===== config.mk =====
export PLATFORM = sky130hd
export DESIGN_NAME = id_stage_top
export DESIGN_NICKNAME = d
export VERILOG_FILES = /design/src/logic/id_pkg.sv /design/src/logic/id_decoder.sv /design/src/logic/id_regfile.sv /design/src/logic/id_operand_select.sv /design/src/logic/id_ex_register.sv /design/src/logic/id_stage_top.sv
export SDC_FILE = /design/constraint.sdc
export NUM_CORES = 2
export LEC_CHECK = 0
export ABC_CLOCK_PERIOD_IN_PS = 10310
export BUFFER_PORTS_ARGS = -buffer_cell sky130_fd_sc_hd__buf_2
export CELL_PAD_IN_SITES_DETAIL_PLACEMENT = 1
export CELL_PAD_IN_SITES_GLOBAL_PLACEMENT = 1
export CORE_MARGIN = 4
export CORE_UTILIZATION = 40
export CTS_BUF_LIST = sky130_fd_sc_hd__clkbuf_4
export DETAILED_ROUTE_END_ITERATION = 10
export PLACE_DENSITY = 0.73
export SETUP_SLACK_MARGIN = 0.4
export SLEW_MARGIN = 20
export SYNTH_ARGS = -nofsm -noshare
export SYNTH_HDL_FRONTEND = slang
export SYNTH_SLANG_ARGS = --single-unit

===== constraint.sdc =====
create_clock -name clk -period 10.31 [get_ports clk]
set_input_delay 2.062 -clock clk [delete_from_list [all_inputs] [get_ports clk]]
set_output_delay 2.062 -clock clk [all_outputs]
set_load 0.005 [all_outputs]

===== src/logic/id_pkg.sv =====
package id_pkg;

  ////////////////////
  // Widths
  ////////////////////

  // Data and address width
  localparam int XLEN      = 32;
  // Register index width
  localparam int RF_ADDR_W = 5;
  // Register count, x0 included
  localparam int NUM_REGS  = 2 ** RF_ADDR_W;

  typedef logic [RF_ADDR_W-1:0] rf_addr_t;
  typedef logic [XLEN-1:0]      word_t;

  ////////////////////
  // Opcodes
  ////////////////////

  // RV32I major opcodes handled by this stage
  typedef enum logic [6:0] {
    LUI    = 7'b0110111,
    AUIPC  = 7'b0010111,
    JAL    = 7'b1101111,
    JALR   = 7'b1100111,
    BRANCH = 7'b1100011,
    LOAD   = 7'b0000011,
    STORE  = 7'b0100011,
    OP_IMM = 7'b0010011,
    OP     = 7'b0110011
  } opcode_e;

  // ALU operation, comparisons last
  typedef enum logic [3:0] {
    ALU_ADD, ALU_SUB, ALU_SLL, ALU_SLT, ALU_SLTU,
    ALU_XOR, ALU_SRL, ALU_SRA, ALU_OR, ALU_AND,
    ALU_EQ, ALU_NE, ALU_LT, ALU_GE, ALU_LTU, ALU_GEU
  } alu_op_e;

  ////////////////////
  // Mux selects
  ////////////////////

  typedef enum logic [1:0] {OPA_REG, OPA_PC, OPA_ZERO} op_a_sel_e;
  typedef enum logic {OPB_REG, OPB_IMM} op_b_sel_e;
  // IMMB_PCINCR is the constant 4, link address for jumps
  typedef enum logic [1:0] {IMMB_I, IMMB_S, IMMB_U, IMMB_PCINCR} imm_b_sel_e;
  typedef enum logic [1:0] {OPC_REGB, OPC_BCH, OPC_ZERO} op_c_sel_e;

  // Forwarding selects, driven by the controller
  typedef enum logic [1:0] {SEL_REGFILE, SEL_FW_EX, SEL_FW_WB} fw_sel_e;
  typedef enum logic {SELJ_REGFILE, SELJ_FW_WB} jalr_fw_sel_e;

  // Control transfer kind
  typedef enum logic [1:0] {XFER_NONE, XFER_JAL, XFER_JALR, XFER_BRANCH} xfer_e;

endpackage


===== src/logic/id_decoder.sv =====
`timescale 1ns/1ps

module id_decoder import id_pkg::*; (
  input  word_t      instr_i,
  output alu_op_e    alu_operator_o,
  output op_a_sel_e  op_a_sel_o,
  output op_b_sel_e  op_b_sel_o,
  output imm_b_sel_e imm_b_sel_o,
  output op_c_sel_e  op_c_sel_o,
  output word_t      imm_i_o,
  output word_t      imm_s_o,
  output word_t      imm_sb_o,
  output word_t      imm_u_o,
  output word_t      imm_uj_o,
  output logic       rf_we_o,
  output logic       data_req_o,
  output logic       data_we_o,
  output logic       illegal_o,
  output logic [1:0] data_type_o,
  output xfer_e      xfer_o
);

  opcode_e    opcode;
  logic [2:0] funct3;
  logic [6:0] funct7;

  // Shared funct3 map of OP and OP-IMM
  function automatic alu_op_e base_alu_op(input logic [2:0] f3);
    case (f3)
      3'b000:  return ALU_ADD;
      3'b001:  return ALU_SLL;
      3'b010:  return ALU_SLT;
      3'b011:  return ALU_SLTU;
      3'b100:  return ALU_XOR;
      3'b101:  return ALU_SRL;
      3'b110:  return ALU_OR;
      default: return ALU_AND;
    endcase
  endfunction

  assign opcode = opcode_e'(instr_i[6:0]);
  assign funct3 = instr_i[14:12];
  assign funct7 = instr_i[31:25];

  // Immediates, all sign extended from bit 31
  assign imm_i_o  = {{20{instr_i[31]}}, instr_i[31:20]};
  assign imm_s_o  = {{20{instr_i[31]}}, instr_i[31:25], instr_i[11:7]};
  assign imm_sb_o = {{19{instr_i[31]}}, instr_i[31], instr_i[7], instr_i[30:25],
                     instr_i[11:8], 1'b0};
  assign imm_u_o  = {instr_i[31:12], 12'b0};
  assign imm_uj_o = {{12{instr_i[31]}}, instr_i[19:12], instr_i[20], instr_i[30:21], 1'b0};

  // Access size straight from funct3
  assign data_type_o = funct3[1:0];

  always_comb begin
    // Defaults: reg + reg add, no side effects
    alu_operator_o = ALU_ADD;
    op_a_sel_o     = OPA_REG;
    op_b_sel_o     = OPB_REG;
    imm_b_sel_o    = IMMB_I;
    op_c_sel_o     = OPC_ZERO;
    rf_we_o        = 1'b0;
    data_req_o     = 1'b0;
    data_we_o      = 1'b0;
    illegal_o      = 1'b0;
    xfer_o         = XFER_NONE;

    case (opcode)
      LUI, AUIPC: begin
        // Zero or PC plus upper immediate
        op_a_sel_o  = (opcode == LUI) ? OPA_ZERO : OPA_PC;
        op_b_sel_o  = OPB_IMM;
        imm_b_sel_o = IMMB_U;
        rf_we_o     = 1'b1;
      end
      JAL, JALR: begin
        // Link address is PC + 4
        op_a_sel_o  = OPA_PC;
        op_b_sel_o  = OPB_IMM;
        imm_b_sel_o = IMMB_PCINCR;
        rf_we_o     = 1'b1;
        xfer_o      = (opcode == JAL) ? XFER_JAL : XFER_JALR;
        if (opcode == JALR && funct3 != 3'b000) illegal_o = 1'b1;
      end
      BRANCH: begin
        op_c_sel_o = OPC_BCH;
        xfer_o     = XFER_BRANCH;
        case (funct3)
          3'b000:  alu_operator_o = ALU_EQ;
          3'b001:  alu_operator_o = ALU_NE;
          3'b100:  alu_operator_o = ALU_LT;
          3'b101:  alu_operator_o = ALU_GE;
          3'b110:  alu_operator_o = ALU_LTU;
          3'b111:  alu_operator_o = ALU_GEU;
          default: illegal_o = 1'b1;
        endcase
      end
      LOAD: begin
        op_b_sel_o = OPB_IMM;
        rf_we_o    = 1'b1;
        data_req_o = 1'b1;
        // lb lh lw lbu lhu only
        if (funct3 == 3'b011 || funct3[2:1] == 2'b11) illegal_o = 1'b1;
      end
      STORE: begin
        // Store data rides on operand C
        op_b_sel_o  = OPB_IMM;
        imm_b_sel_o = IMMB_S;
        op_c_sel_o  = OPC_REGB;
        data_req_o  = 1'b1;
        data_we_o   = 1'b1;
        if (funct3[2] || funct3[1:0] == 2'b11) illegal_o = 1'b1;
      end
      OP_IMM: begin
        op_b_sel_o     = OPB_IMM;
        rf_we_o        = 1'b1;
        alu_operator_o = base_alu_op(funct3);
        // Shift amount field, funct7 picks srai
        if (funct3 == 3'b001 && funct7 != 7'b0) illegal_o = 1'b1;
        if (funct3 == 3'b101) begin
          if (funct7 == 7'b0100000) alu_operator_o = ALU_SRA;
          else if (funct7 != 7'b0) illegal_o = 1'b1;
        end
      end
      OP: begin
        rf_we_o        = 1'b1;
        alu_operator_o = base_alu_op(funct3);
        if (funct7 == 7'b0100000) begin
          if (funct3 == 3'b000) alu_operator_o = ALU_SUB;
          else if (funct3 == 3'b101) alu_operator_o = ALU_SRA;
          else illegal_o = 1'b1;
        end else if (funct7 != 7'b0) begin
          illegal_o = 1'b1;
        end
      end
      default: illegal_o = 1'b1;
    endcase

    // Kill every side effect of an illegal word
    if (illegal_o) begin
      rf_we_o    = 1'b0;
      data_req_o = 1'b0;
      data_we_o  = 1'b0;
      xfer_o     = XFER_NONE;
    end
  end

endmodule


===== src/logic/id_regfile.sv =====
`timescale 1ns/1ps

module id_regfile import id_pkg::*; (
  input  logic     clk,
  input  logic     rst_n,
  input  rf_addr_t raddr_a_i,
  input  rf_addr_t raddr_b_i,
  output word_t    rdata_a_o,
  output word_t    rdata_b_o,
  input  logic     we_i,
  input  rf_addr_t waddr_i,
  input  word_t    wdata_i
);

  // x1..x31, x0 has no storage
  word_t regs [1:NUM_REGS-1];

  ////////////////////
  // Write port
  ////////////////////

  always_ff @(posedge clk, negedge rst_n) begin
    if (!rst_n) begin
      for (int i = 1; i < NUM_REGS; i++) begin
        regs[i] <= '0;
      end
    end else if (we_i && waddr_i != '0) begin
      regs[waddr_i] <= wdata_i;
    end
  end

  ////////////////////
  // Read ports
  ////////////////////

  // No bypass, a write shows up the cycle after
  assign rdata_a_o = (raddr_a_i == '0) ? '0 : regs[raddr_a_i];
  assign rdata_b_o = (raddr_b_i == '0) ? '0 : regs[raddr_b_i];

endmodule


===== src/logic/id_operand_select.sv =====
`timescale 1ns/1ps

module id_operand_select import id_pkg::*; (
  input  word_t        pc_i,
  input  word_t        rdata_a_i,
  input  word_t        rdata_b_i,
  input  word_t        fw_ex_i,
  input  word_t        fw_wb_i,
  input  fw_sel_e      fw_a_sel_i,
  input  fw_sel_e      fw_b_sel_i,
  input  jalr_fw_sel_e jalr_fw_sel_i,
  input  op_a_sel_e    op_a_sel_i,
  input  op_b_sel_e    op_b_sel_i,
  input  imm_b_sel_e   imm_b_sel_i,
  input  op_c_sel_e    op_c_sel_i,
  input  word_t        imm_i_i,
  input  word_t        imm_s_i,
  input  word_t        imm_sb_i,
  input  word_t        imm_u_i,
  input  word_t        imm_uj_i,
  input  xfer_e        xfer_i,
  output word_t        operand_a_o,
  output word_t        operand_b_o,
  output word_t        operand_c_o,
  output word_t        jmp_target_o
);

  word_t operand_a_fw;
  word_t operand_b_fw;
  word_t jalr_base;
  word_t imm_b;
  word_t bch_target;

  // Same forwarding mux for both register operands
  function automatic word_t fw_mux(input fw_sel_e sel, input word_t rf, input word_t ex,
                                   input word_t wb);
    case (sel)
      SEL_FW_EX: return ex;
      SEL_FW_WB: return wb;
      default:   return rf;
    endcase
  endfunction

  assign operand_a_fw = fw_mux(fw_a_sel_i, rdata_a_i, fw_ex_i, fw_wb_i);
  assign operand_b_fw = fw_mux(fw_b_sel_i, rdata_b_i, fw_ex_i, fw_wb_i);
  // JALR base only sees the WB path
  assign jalr_base    = (jalr_fw_sel_i == SELJ_FW_WB) ? fw_wb_i : rdata_a_i;

  // Operand A
  always_comb begin
    case (op_a_sel_i)
      OPA_REG: operand_a_o = operand_a_fw;
      OPA_PC:  operand_a_o = pc_i;
      default: operand_a_o = '0;
    endcase
  end

  // Operand B, register or one of the immediates
  always_comb begin
    case (imm_b_sel_i)
      IMMB_S:      imm_b = imm_s_i;
      IMMB_U:      imm_b = imm_u_i;
      IMMB_PCINCR: imm_b = 32'd4;
      default:     imm_b = imm_i_i;
    endcase
  end
  assign operand_b_o = (op_b_sel_i == OPB_IMM) ? imm_b : operand_b_fw;

  // Operand C, store data or branch target
  assign bch_target = pc_i + imm_sb_i;
  always_comb begin
    case (op_c_sel_i)
      OPC_REGB: operand_c_o = operand_b_fw;
      OPC_BCH:  operand_c_o = bch_target;
      default:  operand_c_o = '0;
    endcase
  end

  // Jump target, JALR drops bit 0
  always_comb begin
    case (xfer_i)
      XFER_JALR:   jmp_target_o = (jalr_base + imm_i_i) & ~32'h1;
      XFER_BRANCH: jmp_target_o = bch_target;
      default:     jmp_target_o = pc_i + imm_uj_i;
    endcase
  end

endmodule


===== src/logic/id_ex_register.sv =====
`timescale 1ns/1ps

module id_ex_register import id_pkg::*; (
  input  logic       clk,
  input  logic       rst_n,
  input  logic       ex_ready_i,
  input  logic       load_stall_i,
  input  logic       jr_stall_i,
  input  logic       halt_id_i,
  input  logic       branch_decision_i,
  input  alu_op_e    alu_operator_i,
  input  word_t      operand_a_i,
  input  word_t      operand_b_i,
  input  word_t      operand_c_i,
  input  logic       rf_we_i,
  input  rf_addr_t   rd_i,
  input  logic       data_req_i,
  input  logic       data_we_i,
  input  logic [1:0] data_type_i,
  input  xfer_e      xfer_i,
  input  logic       illegal_i,
  input  word_t      pc_i,
  output logic       id_ready_o,
  output logic       id_valid_o,
  output logic       clear_instr_valid_o,
  output logic       branch_taken_ex_o,
  output logic       ex_alu_en_o,
  output alu_op_e    ex_alu_operator_o,
  output word_t      ex_operand_a_o,
  output word_t      ex_operand_b_o,
  output word_t      ex_operand_c_o,
  output logic       ex_rf_we_o,
  output rf_addr_t   ex_rf_waddr_o,
  output logic       ex_data_req_o,
  output logic       ex_data_we_o,
  output logic [1:0] ex_data_type_o,
  output logic       ex_branch_in_ex_o,
  output logic       ex_illegal_insn_o,
  output word_t      ex_pc_o
);

  logic alu_en;

  // Every legal opcode here goes through the ALU
  assign alu_en = ~illegal_i;

  ////////////////////
  // Stall control
  ////////////////////

  assign id_ready_o          = ex_ready_i & ~load_stall_i & ~jr_stall_i;
  assign id_valid_o          = id_ready_o & ~halt_id_i;
  assign clear_instr_valid_o = id_ready_o | halt_id_i | branch_taken_ex_o;
  assign branch_taken_ex_o   = ex_branch_in_ex_o & branch_decision_i;

  ////////////////////
  // ID/EX register
  ////////////////////

  always_ff @(posedge clk, negedge rst_n) begin
    if (!rst_n) begin
      ex_alu_en_o       <= 1'b0;
      ex_alu_operator_o <= ALU_ADD;
      ex_operand_a_o    <= '0;
      ex_operand_b_o    <= '0;
      ex_operand_c_o    <= '0;
      ex_rf_we_o        <= 1'b0;
      ex_rf_waddr_o     <= '0;
      ex_data_req_o     <= 1'b0;
      ex_data_we_o      <= 1'b0;
      ex_data_type_o    <= 2'b00;
      ex_branch_in_ex_o <= 1'b0;
      ex_illegal_insn_o <= 1'b0;
      ex_pc_o           <= '0;
    end else if (id_valid_o) begin
      // Advance
      ex_alu_en_o <= alu_en;
      if (alu_en) begin
        ex_alu_operator_o <= alu_operator_i;
        ex_operand_a_o    <= operand_a_i;
        ex_operand_b_o    <= operand_b_i;
        ex_operand_c_o    <= operand_c_i;
      end
      ex_rf_we_o    <= rf_we_i;
      ex_rf_waddr_o <= rd_i;
      ex_data_req_o <= data_req_i;
      // LSU fields only matter with a request
      if (data_req_i) begin
        ex_data_we_o   <= data_we_i;
        ex_data_type_o <= data_type_i;
      end
      ex_branch_in_ex_o <= (xfer_i == XFER_BRANCH);
      ex_illegal_insn_o <= illegal_i;
      ex_pc_o           <= pc_i;
    end else if (ex_ready_i) begin
      // Bubble, payload left as is
      ex_alu_en_o       <= 1'b0;
      ex_rf_we_o        <= 1'b0;
      ex_data_req_o     <= 1'b0;
      ex_branch_in_ex_o <= 1'b0;
      ex_illegal_insn_o <= 1'b0;
    end
    // EX not ready: hold
  end

endmodule


===== src/logic/id_stage_top.sv =====
`timescale 1ns/1ps

module id_stage_top import id_pkg::*; (
  input  logic         clk,
  input  logic         rst_n,
  input  word_t        instr_i,
  input  word_t        pc_i,
  input  logic         ex_ready_i,
  input  logic         load_stall_i,
  input  logic         jr_stall_i,
  input  logic         halt_id_i,
  input  logic         branch_decision_i,
  input  fw_sel_e      fw_a_sel_i,
  input  fw_sel_e      fw_b_sel_i,
  input  jalr_fw_sel_e jalr_fw_sel_i,
  input  word_t        rf_wdata_ex_i,
  input  logic         rf_we_wb_i,
  input  rf_addr_t     rf_waddr_wb_i,
  input  word_t        rf_wdata_wb_i,
  output logic         id_ready_o,
  output logic         id_valid_o,
  output logic         clear_instr_valid_o,
  output logic         branch_taken_ex_o,
  output word_t        jmp_target_o,
  output logic         ex_alu_en_o,
  output alu_op_e      ex_alu_operator_o,
  output word_t        ex_operand_a_o,
  output word_t        ex_operand_b_o,
  output word_t        ex_operand_c_o,
  output logic         ex_rf_we_o,
  output rf_addr_t     ex_rf_waddr_o,
  output logic         ex_data_req_o,
  output logic         ex_data_we_o,
  output logic [1:0]   ex_data_type_o,
  output logic         ex_branch_in_ex_o,
  output logic         ex_illegal_insn_o,
  output word_t        ex_pc_o
);

  // Decoder outputs
  alu_op_e    alu_operator;
  op_a_sel_e  op_a_sel;
  op_b_sel_e  op_b_sel;
  imm_b_sel_e imm_b_sel;
  op_c_sel_e  op_c_sel;
  word_t      imm_i, imm_s, imm_sb, imm_u, imm_uj;
  logic       rf_we, data_req, data_we, illegal;
  logic [1:0] data_type;
  xfer_e      xfer;
  // Register file and operand paths
  word_t      rdata_a, rdata_b;
  word_t      operand_a, operand_b, operand_c;

  ////////////////////
  // Decode
  ////////////////////

  id_decoder u_decoder (
    .instr_i        (instr_i),
    .alu_operator_o (alu_operator),
    .op_a_sel_o     (op_a_sel),
    .op_b_sel_o     (op_b_sel),
    .imm_b_sel_o    (imm_b_sel),
    .op_c_sel_o     (op_c_sel),
    .imm_i_o        (imm_i),
    .imm_s_o        (imm_s),
    .imm_sb_o       (imm_sb),
    .imm_u_o        (imm_u),
    .imm_uj_o       (imm_uj),
    .rf_we_o        (rf_we),
    .data_req_o     (data_req),
    .data_we_o      (data_we),
    .illegal_o      (illegal),
    .data_type_o    (data_type),
    .xfer_o         (xfer)
  );

  // rs1 and rs2 fields
  id_regfile u_regfile (
    .clk       (clk),
    .rst_n     (rst_n),
    .raddr_a_i (instr_i[19:15]),
    .raddr_b_i (instr_i[24:20]),
    .rdata_a_o (rdata_a),
    .rdata_b_o (rdata_b),
    .we_i      (rf_we_wb_i),
    .waddr_i   (rf_waddr_wb_i),
    .wdata_i   (rf_wdata_wb_i)
  );

  ////////////////////
  // Operands
  ////////////////////

  id_operand_select u_operand_select (
    .pc_i          (pc_i),
    .rdata_a_i     (rdata_a),
    .rdata_b_i     (rdata_b),
    .fw_ex_i       (rf_wdata_ex_i),
    .fw_wb_i       (rf_wdata_wb_i),
    .fw_a_sel_i    (fw_a_sel_i),
    .fw_b_sel_i    (fw_b_sel_i),
    .jalr_fw_sel_i (jalr_fw_sel_i),
    .op_a_sel_i    (op_a_sel),
    .op_b_sel_i    (op_b_sel),
    .imm_b_sel_i   (imm_b_sel),
    .op_c_sel_i    (op_c_sel),
    .imm_i_i       (imm_i),
    .imm_s_i       (imm_s),
    .imm_sb_i      (imm_sb),
    .imm_u_i       (imm_u),
    .imm_uj_i      (imm_uj),
    .xfer_i        (xfer),
    .operand_a_o   (operand_a),
    .operand_b_o   (operand_b),
    .operand_c_o   (operand_c),
    .jmp_target_o  (jmp_target_o)
  );

  ////////////////////
  // Pipeline register
  ////////////////////

  // rd is the raw instr[11:7] field
  id_ex_register u_id_ex_register (
    .clk                 (clk),
    .rst_n               (rst_n),
    .ex_ready_i          (ex_ready_i),
    .load_stall_i        (load_stall_i),
    .jr_stall_i          (jr_stall_i),
    .halt_id_i           (halt_id_i),
    .branch_decision_i   (branch_decision_i),
    .alu_operator_i      (alu_operator),
    .operand_a_i         (operand_a),
    .operand_b_i         (operand_b),
    .operand_c_i         (operand_c),
    .rf_we_i             (rf_we),
    .rd_i                (instr_i[11:7]),
    .data_req_i          (data_req),
    .data_we_i           (data_we),
    .data_type_i         (data_type),
    .xfer_i              (xfer),
    .illegal_i           (illegal),
    .pc_i                (pc_i),
    .id_ready_o          (id_ready_o),
    .id_valid_o          (id_valid_o),
    .clear_instr_valid_o (clear_instr_valid_o),
    .branch_taken_ex_o   (branch_taken_ex_o),
    .ex_alu_en_o         (ex_alu_en_o),
    .ex_alu_operator_o   (ex_alu_operator_o),
    .ex_operand_a_o      (ex_operand_a_o),
    .ex_operand_b_o      (ex_operand_b_o),
    .ex_operand_c_o      (ex_operand_c_o),
    .ex_rf_we_o          (ex_rf_we_o),
    .ex_rf_waddr_o       (ex_rf_waddr_o),
    .ex_data_req_o       (ex_data_req_o),
    .ex_data_we_o        (ex_data_we_o),
    .ex_data_type_o      (ex_data_type_o),
    .ex_branch_in_ex_o   (ex_branch_in_ex_o),
    .ex_illegal_insn_o   (ex_illegal_insn_o),
    .ex_pc_o             (ex_pc_o)
  );

endmodule


* Yosys cells after proc, flatten, opt, wreduce, memory -nomap -nowiden
Index checks and enable logic that the tools add are counted.
** Storage, ports and cells
- Register bits :: 1137
** Cells by class
- Order comparisons :: 4
- Reduce and logical (&&, ||, !) cells :: 23
- Equal/unequal tests :: 30
- Muxes and demuxes :: 60
- Bitwise gates (word level) :: 13
- Add/sub/neg operators :: 3
** Operators with widths (number)
- $bwmux W992 :: 1
- $bmux W32 S5 :: 2
- $pmux W32 S2 :: 5
- $mux W32 :: 9
- $demux W32 S5 :: 1
- $add A32 B32 Y32 :: 3
- $pmux W32 S3 :: 1
- $eq A7 B6 Y1 const B :: 4
- $pmux W4 S7 :: 1
- $mux W1 :: 25
- $pmux W4 S6 :: 1
- $eq A7 B7 Y1 const B :: 3
- $mux W4 :: 5
- $ge A6 B6 Y1 const B :: 3
- $not A5 Y6 :: 3
- $eq A2 B2 Y1 const B :: 8
- $eq A7 B5 Y1 const B :: 2
- $reduce_or A7 Y1 :: 2
- $eq A3 B3 Y1 const B :: 4
- $pmux W2 S2 :: 3
- $pmux W4 S3 :: 1
- $eq A2 B1 Y1 const B :: 5
- $logic_not A5 Y1 :: 2
- $eq A7 B2 Y1 const B :: 1
- 20 further kinds :: 38

* Longest topological paths before layout
- Word-level depth :: 10
- Gate-level depth with buffers :: 20
- Depth with buffers taken out :: 15

* By module
Synthesis repeated with hierarchy kept, for this count alone.
** Unflattened totals
- Cell total of the unflattened synthesis :: 6033
- Area total of the unflattened synthesis :: 69361.5 um^2
** By module, submodules not included
- id_regfile :: seq. area each 24823.8 um^2, cells an instance 4066, area each 53276.1 um^2, times used 1
- id_operand_select :: seq. area each 0.0 um^2, cells an instance 1404, area each 8575.7 um^2, times used 1
- id_ex_register :: seq. area each 3628.5 um^2, cells an instance 320, area each 5793.1 um^2, times used 1
- id_decoder :: seq. area each 0.0 um^2, cells an instance 243, area each 1716.6 um^2, times used 1

* Worst setup path before layout
Ideal clock, no wire load.
- Path kind :: input -> output
- From :: input port instr_i[15]
- To :: output port jmp_target_o[29]
- Data required time :: 8.248 ns
- Slack :: 1.864 ns
- Arrival time :: 6.384 ns
- Stages on the path :: 18
- Path through :: buf_4 > buf_6 > clkbuf_1 > buf_2 > mux4_2 > mux4_2 > mux2i_1 > o21ai_0 > ha_1 > and4_1 > and3_1 > a221o_1 > nand2_1 > a211o_1 > a31o_4 > o21ai_1 > or4b_1 > a21o_1
** Between the ends
- Word-level cells in the longest chain between the ends :: 8
- Elaborated cells on any way between the ends :: 10
- Those cells by class :: add/sub: 2; mux: 6; bitwise: 1; reduce/logical: 1
** RTL lines
- from (decl) :: line id_stage_top.sv:6 : input word_t instr_i,
- $not A5 Y6 (not written as such) :: line id_regfile.sv:37 : assign rdata_a_o = (raddr_a_i == '0) ? '0 : regs[raddr_a_i];
- $bmux W32 S5 :: line id_regfile.sv:37
- $mux W32 (not written as such) (2 in series) :: line id_regfile.sv:37
- $mux W32 :: line id_regfile.sv:37
- $mux W32 :: line id_operand_select.sv:47 : assign jalr_base = (jalr_fw_sel_i == SELJ_FW_WB) ? fw_wb_i : rdata_a_i;
- $add A32 B32 Y32 :: line id_operand_select.sv:82 : XFER_JALR: jmp_target_o = (jalr_base + imm_i_i) & ~32'h1;
- $pmux W32 S2 (*) :: line id_operand_select.sv:81 : case (xfer_i)
- to (decl) :: line id_stage_top.sv:24 : output word_t jmp_target_o,
Mark *: on every way between the ends. The rest lies on a longest branch, timed or not. The select of a mux whose other input is x is not followed.

* Worst setup path in the final report
Same ends and word-level chain as after synthesis.

==> metrics <==
status=completed; Avg Cell Area, Syn=13.62 um2; Post-CTS Setup Inserts=0; clk root buf=clkbuf_4; Hold Slack=473.9 ps; Async SR Flop Fraction=100.0%; clock skew=98.57 ps; post-DR wirelength/cell=32.08 um; CTS Buf Count=314; CP max stage cell=mux4_2; Nets=5332; Crit path buffers/inverters=3; num rows=148; capturing point of the worst reg2reg path=u_id_ex_register.ex_operand_b_o[16]; Finished Cell Area=72870 um2; crit start category=primary input; Storage cell area=28450 um2; CP most frequent cell=mux4_2; Vias per Instance=6.430; first-iteration detailed-routing DRC count=4386; sequential share of the synthesized area=43.53%; library cells used by synthesis=78; Syn Inst Count=4798; final wirelength=239800 um; Critical Path AT=7660 ps; Power Total=0.01331 W; Worst Setup EP=jmp_target_o[29]; # resized after CTS=0; fmax=102.9 MHz; All-Layer GR Usage=27.96%; Slew Viols, Final=0; Rel. slew slack=25.41%; Max rail drop VDD=0.1349 mV; top_reg_cell synth=dfrtp_1; Hold-fix buffers, CTS=0; CTS tree=done; delay-heaviest family, CP=multiplexers; first-pass GRT wire length=349800 um; Warnings, synthesis=0; setup violators final=0; DRC Markers=0; antenna-violating nets left=0; dominant cell type by area after synthesis=dfrtp_1; Synth top area share=43.53%; Crit. End Element=primary output; Starting Density=40.20%; vias in the first global route=50421; Final min period=9717 ps; die width=412.2 um; Final HPWL DP=149800 um; total global routing overflow=0; r2r startpoint=u_regfile.regs[48]; Final Wtd Congestion=0.9408; R2R depth=6; I/O Pins=327; area delta synth->final=11.50%; Min-Delay Path Class=register to register; crit path cell chain=buf_8 > buf_4 > mux4_2 > mux4_2 > mux2i_1 > o21ai_0 > ha_1 > and4_1 > and3_1 > a221o_1 > nand2_1 > a211o_1 > a31o_4 > o21ai_1 > or4b_1 > a21o_1 > buf_2; crit path launch=instr_i[15]; max incr delay on CP=530 ps; number of vias in the routed layout=48057; clock-pin slew on the worst setup and hold paths=60 ps; fillers=16661; required time of the critical path=8250 ps; initial antenna violation count=22; multi-input logic area=35110 um2; height of the die=412.2 um; largest net degree at the start of global routing=161; number of flops mapped to enable cells by yosys=0; top cells by area, synth=dfrtp_1 (44%), mux4_2 (20%), mux2_2 (18%); setup TNS=0 ps; Hold Vio Cnt, Final=0; Core ar.=162600 um2; Lkg Pwr=31.88 nW; Syn Nets=5031; RSZ-0062 raised after global routing=yes; share of post-route cells with drive strength above 1=49.51%; critical path class=primary input to primary output; flop2flop setup slack=7090 ps; Seq cells post-synth=1137; Placed Area=69220 um2; Crit Path Max Fanout=46; Core Util, Final=44.82%; Pre-antenna DRT Iters=6; crit share post-route=94.25%; port buffer count=326; CTS sink count=1137; Mapped Area=65360 um2; top post-synthesis cells by count=dfrtp_1 (1137), mux2_2 (1063), mux4_2 (574); clock buffer depth=4; WP depth=17; Least-Margin Pin Slew=1119 ps; Clk Latency, worst-skew pair=1300 ps; most common cell in the netlist=dfrtp_1; H-tree levels=5; die area=169900 um2; pwr/cell area=182.7 nW/um2; max_cap viols=0
-- cell families (layout without fill, tap and decap cells) --
kind of cell / Yosys count / count (layout) / synth area share [%]
muxes: 1733 / 1733 / 39.57
DFF: 1137 / 1137 / 43.53
AOI/OAI and AO/OA: 725 / 725 / 7.499
and+or+nand+nor: 536 / 536 / 3.630
buffers and inverters: 509 / 1001 / 3.119
adders and majority gates: 87 / 87 / 1.700
xor gates and xnor gates: 71 / 71 / 0.9515
other: 0 / 9 / 0
-- placed cells by master, fill, tap and decap left out, types with 34 or more instances in the layout --
master    synthesis  final
buf_4             5    109
nor2_1          193    176
mux4_2          574    574
clkinv_1          1     54
a22oi_1          41     41
clkbuf_4          0    429
o22ai_1          34     34
a211oi_1         49     49
nand2_1         196    180
inv_1            46     45
a221oi_1         85     85
mux2_2         1063   1063
mux2i_1          96     95
buf_2            75    317
xnor2_1          45     45
dfrtp_1        1137   1137
ha_1             84     81
a21o_1           35     35
o21ai_0         154    154
a21oi_1         151    151
-- flip-flops by register name (all words and copies together) (netlist names), 2 cells and up --
register	flops
u_regfile.regs	992
u_id_ex_register.ex_operand_a_o	32
u_id_ex_register.ex_operand_b_o	32
u_id_ex_register.ex_operand_c_o	32
u_id_ex_register.ex_pc_o	32
u_id_ex_register.ex_rf_waddr_o	5
u_id_ex_register.ex_alu_operator_o	4
u_id_ex_register.ex_data_type_o	2
-- stage by stage --
stage,worst slack (ps),instances
finish,592.7,7474
global route,360.1,7470
CTS,593.7,7465
detailed placement,594.2,6958
global placement,581.6,6958
floorplan,1864,4798
-- power by group --
group	internal, W	leakage [nW]	switching (W)
Clock	0.00199	2.18	0.00197
Sequential	0.00530	14.6	0.000634
Combinational	0.00184	15.1	0.00157
Total	0.00913	31.9	0.00418
-- cell type report --
class                   instances  share of cell area [%]
well taps                    2175                   3.734
clock buffers                 429                   4.420
flip-flops and latches       1137                   39.04
inverters                      47                  0.2421
clock inverters                78                  0.5374
multi-input cells            3152                   48.18
repair buffers                447                   3.807
diodes                          9                 0.03091
-- per-layer routing --
metal,track usage [%],up-vias,share of wire [%]
met3,6.119,553,9.1
met1,37.43,25689,40
met2,43.98,2483,46
li1,-,19324,-
met4,12.04,8,4.2
met5,0,-,0.024
-- worst register-to-register path, delay by kind of cell, from the launching register on --
kind             cells  cell delay (ps)
AO/OA/AOI/OAI        2              970
flip-flops           1              400
multiplexers         3             1620
AND/OR/NAND/NOR      1               90
-- how the worst min path moves through the flow --
stage | start | to | slack, ps | cells after the start
after detailed placement | u_id_ex_register.ex_operand_a_o[29] | u_id_ex_register.ex_operand_a_o[29] | 460 | 2
final | u_id_ex_register.ex_operand_a_o[13] | u_id_ex_register.ex_operand_a_o[13] | 470 | 2
after floorplan | u_id_ex_register.ex_data_type_o[0] | u_id_ex_register.ex_data_type_o[0] | 470 | 2
after global placement | u_id_ex_register.ex_operand_a_o[2] | u_id_ex_register.ex_operand_a_o[2] | 460 | 2
after global routing | u_id_ex_register.ex_operand_a_o[30] | u_id_ex_register.ex_operand_a_o[30] | 510 | 2
after CTS | u_id_ex_register.ex_operand_a_o[29] | u_id_ex_register.ex_operand_a_o[29] | 480 | 2
Power figures use the tool's default switching activity.
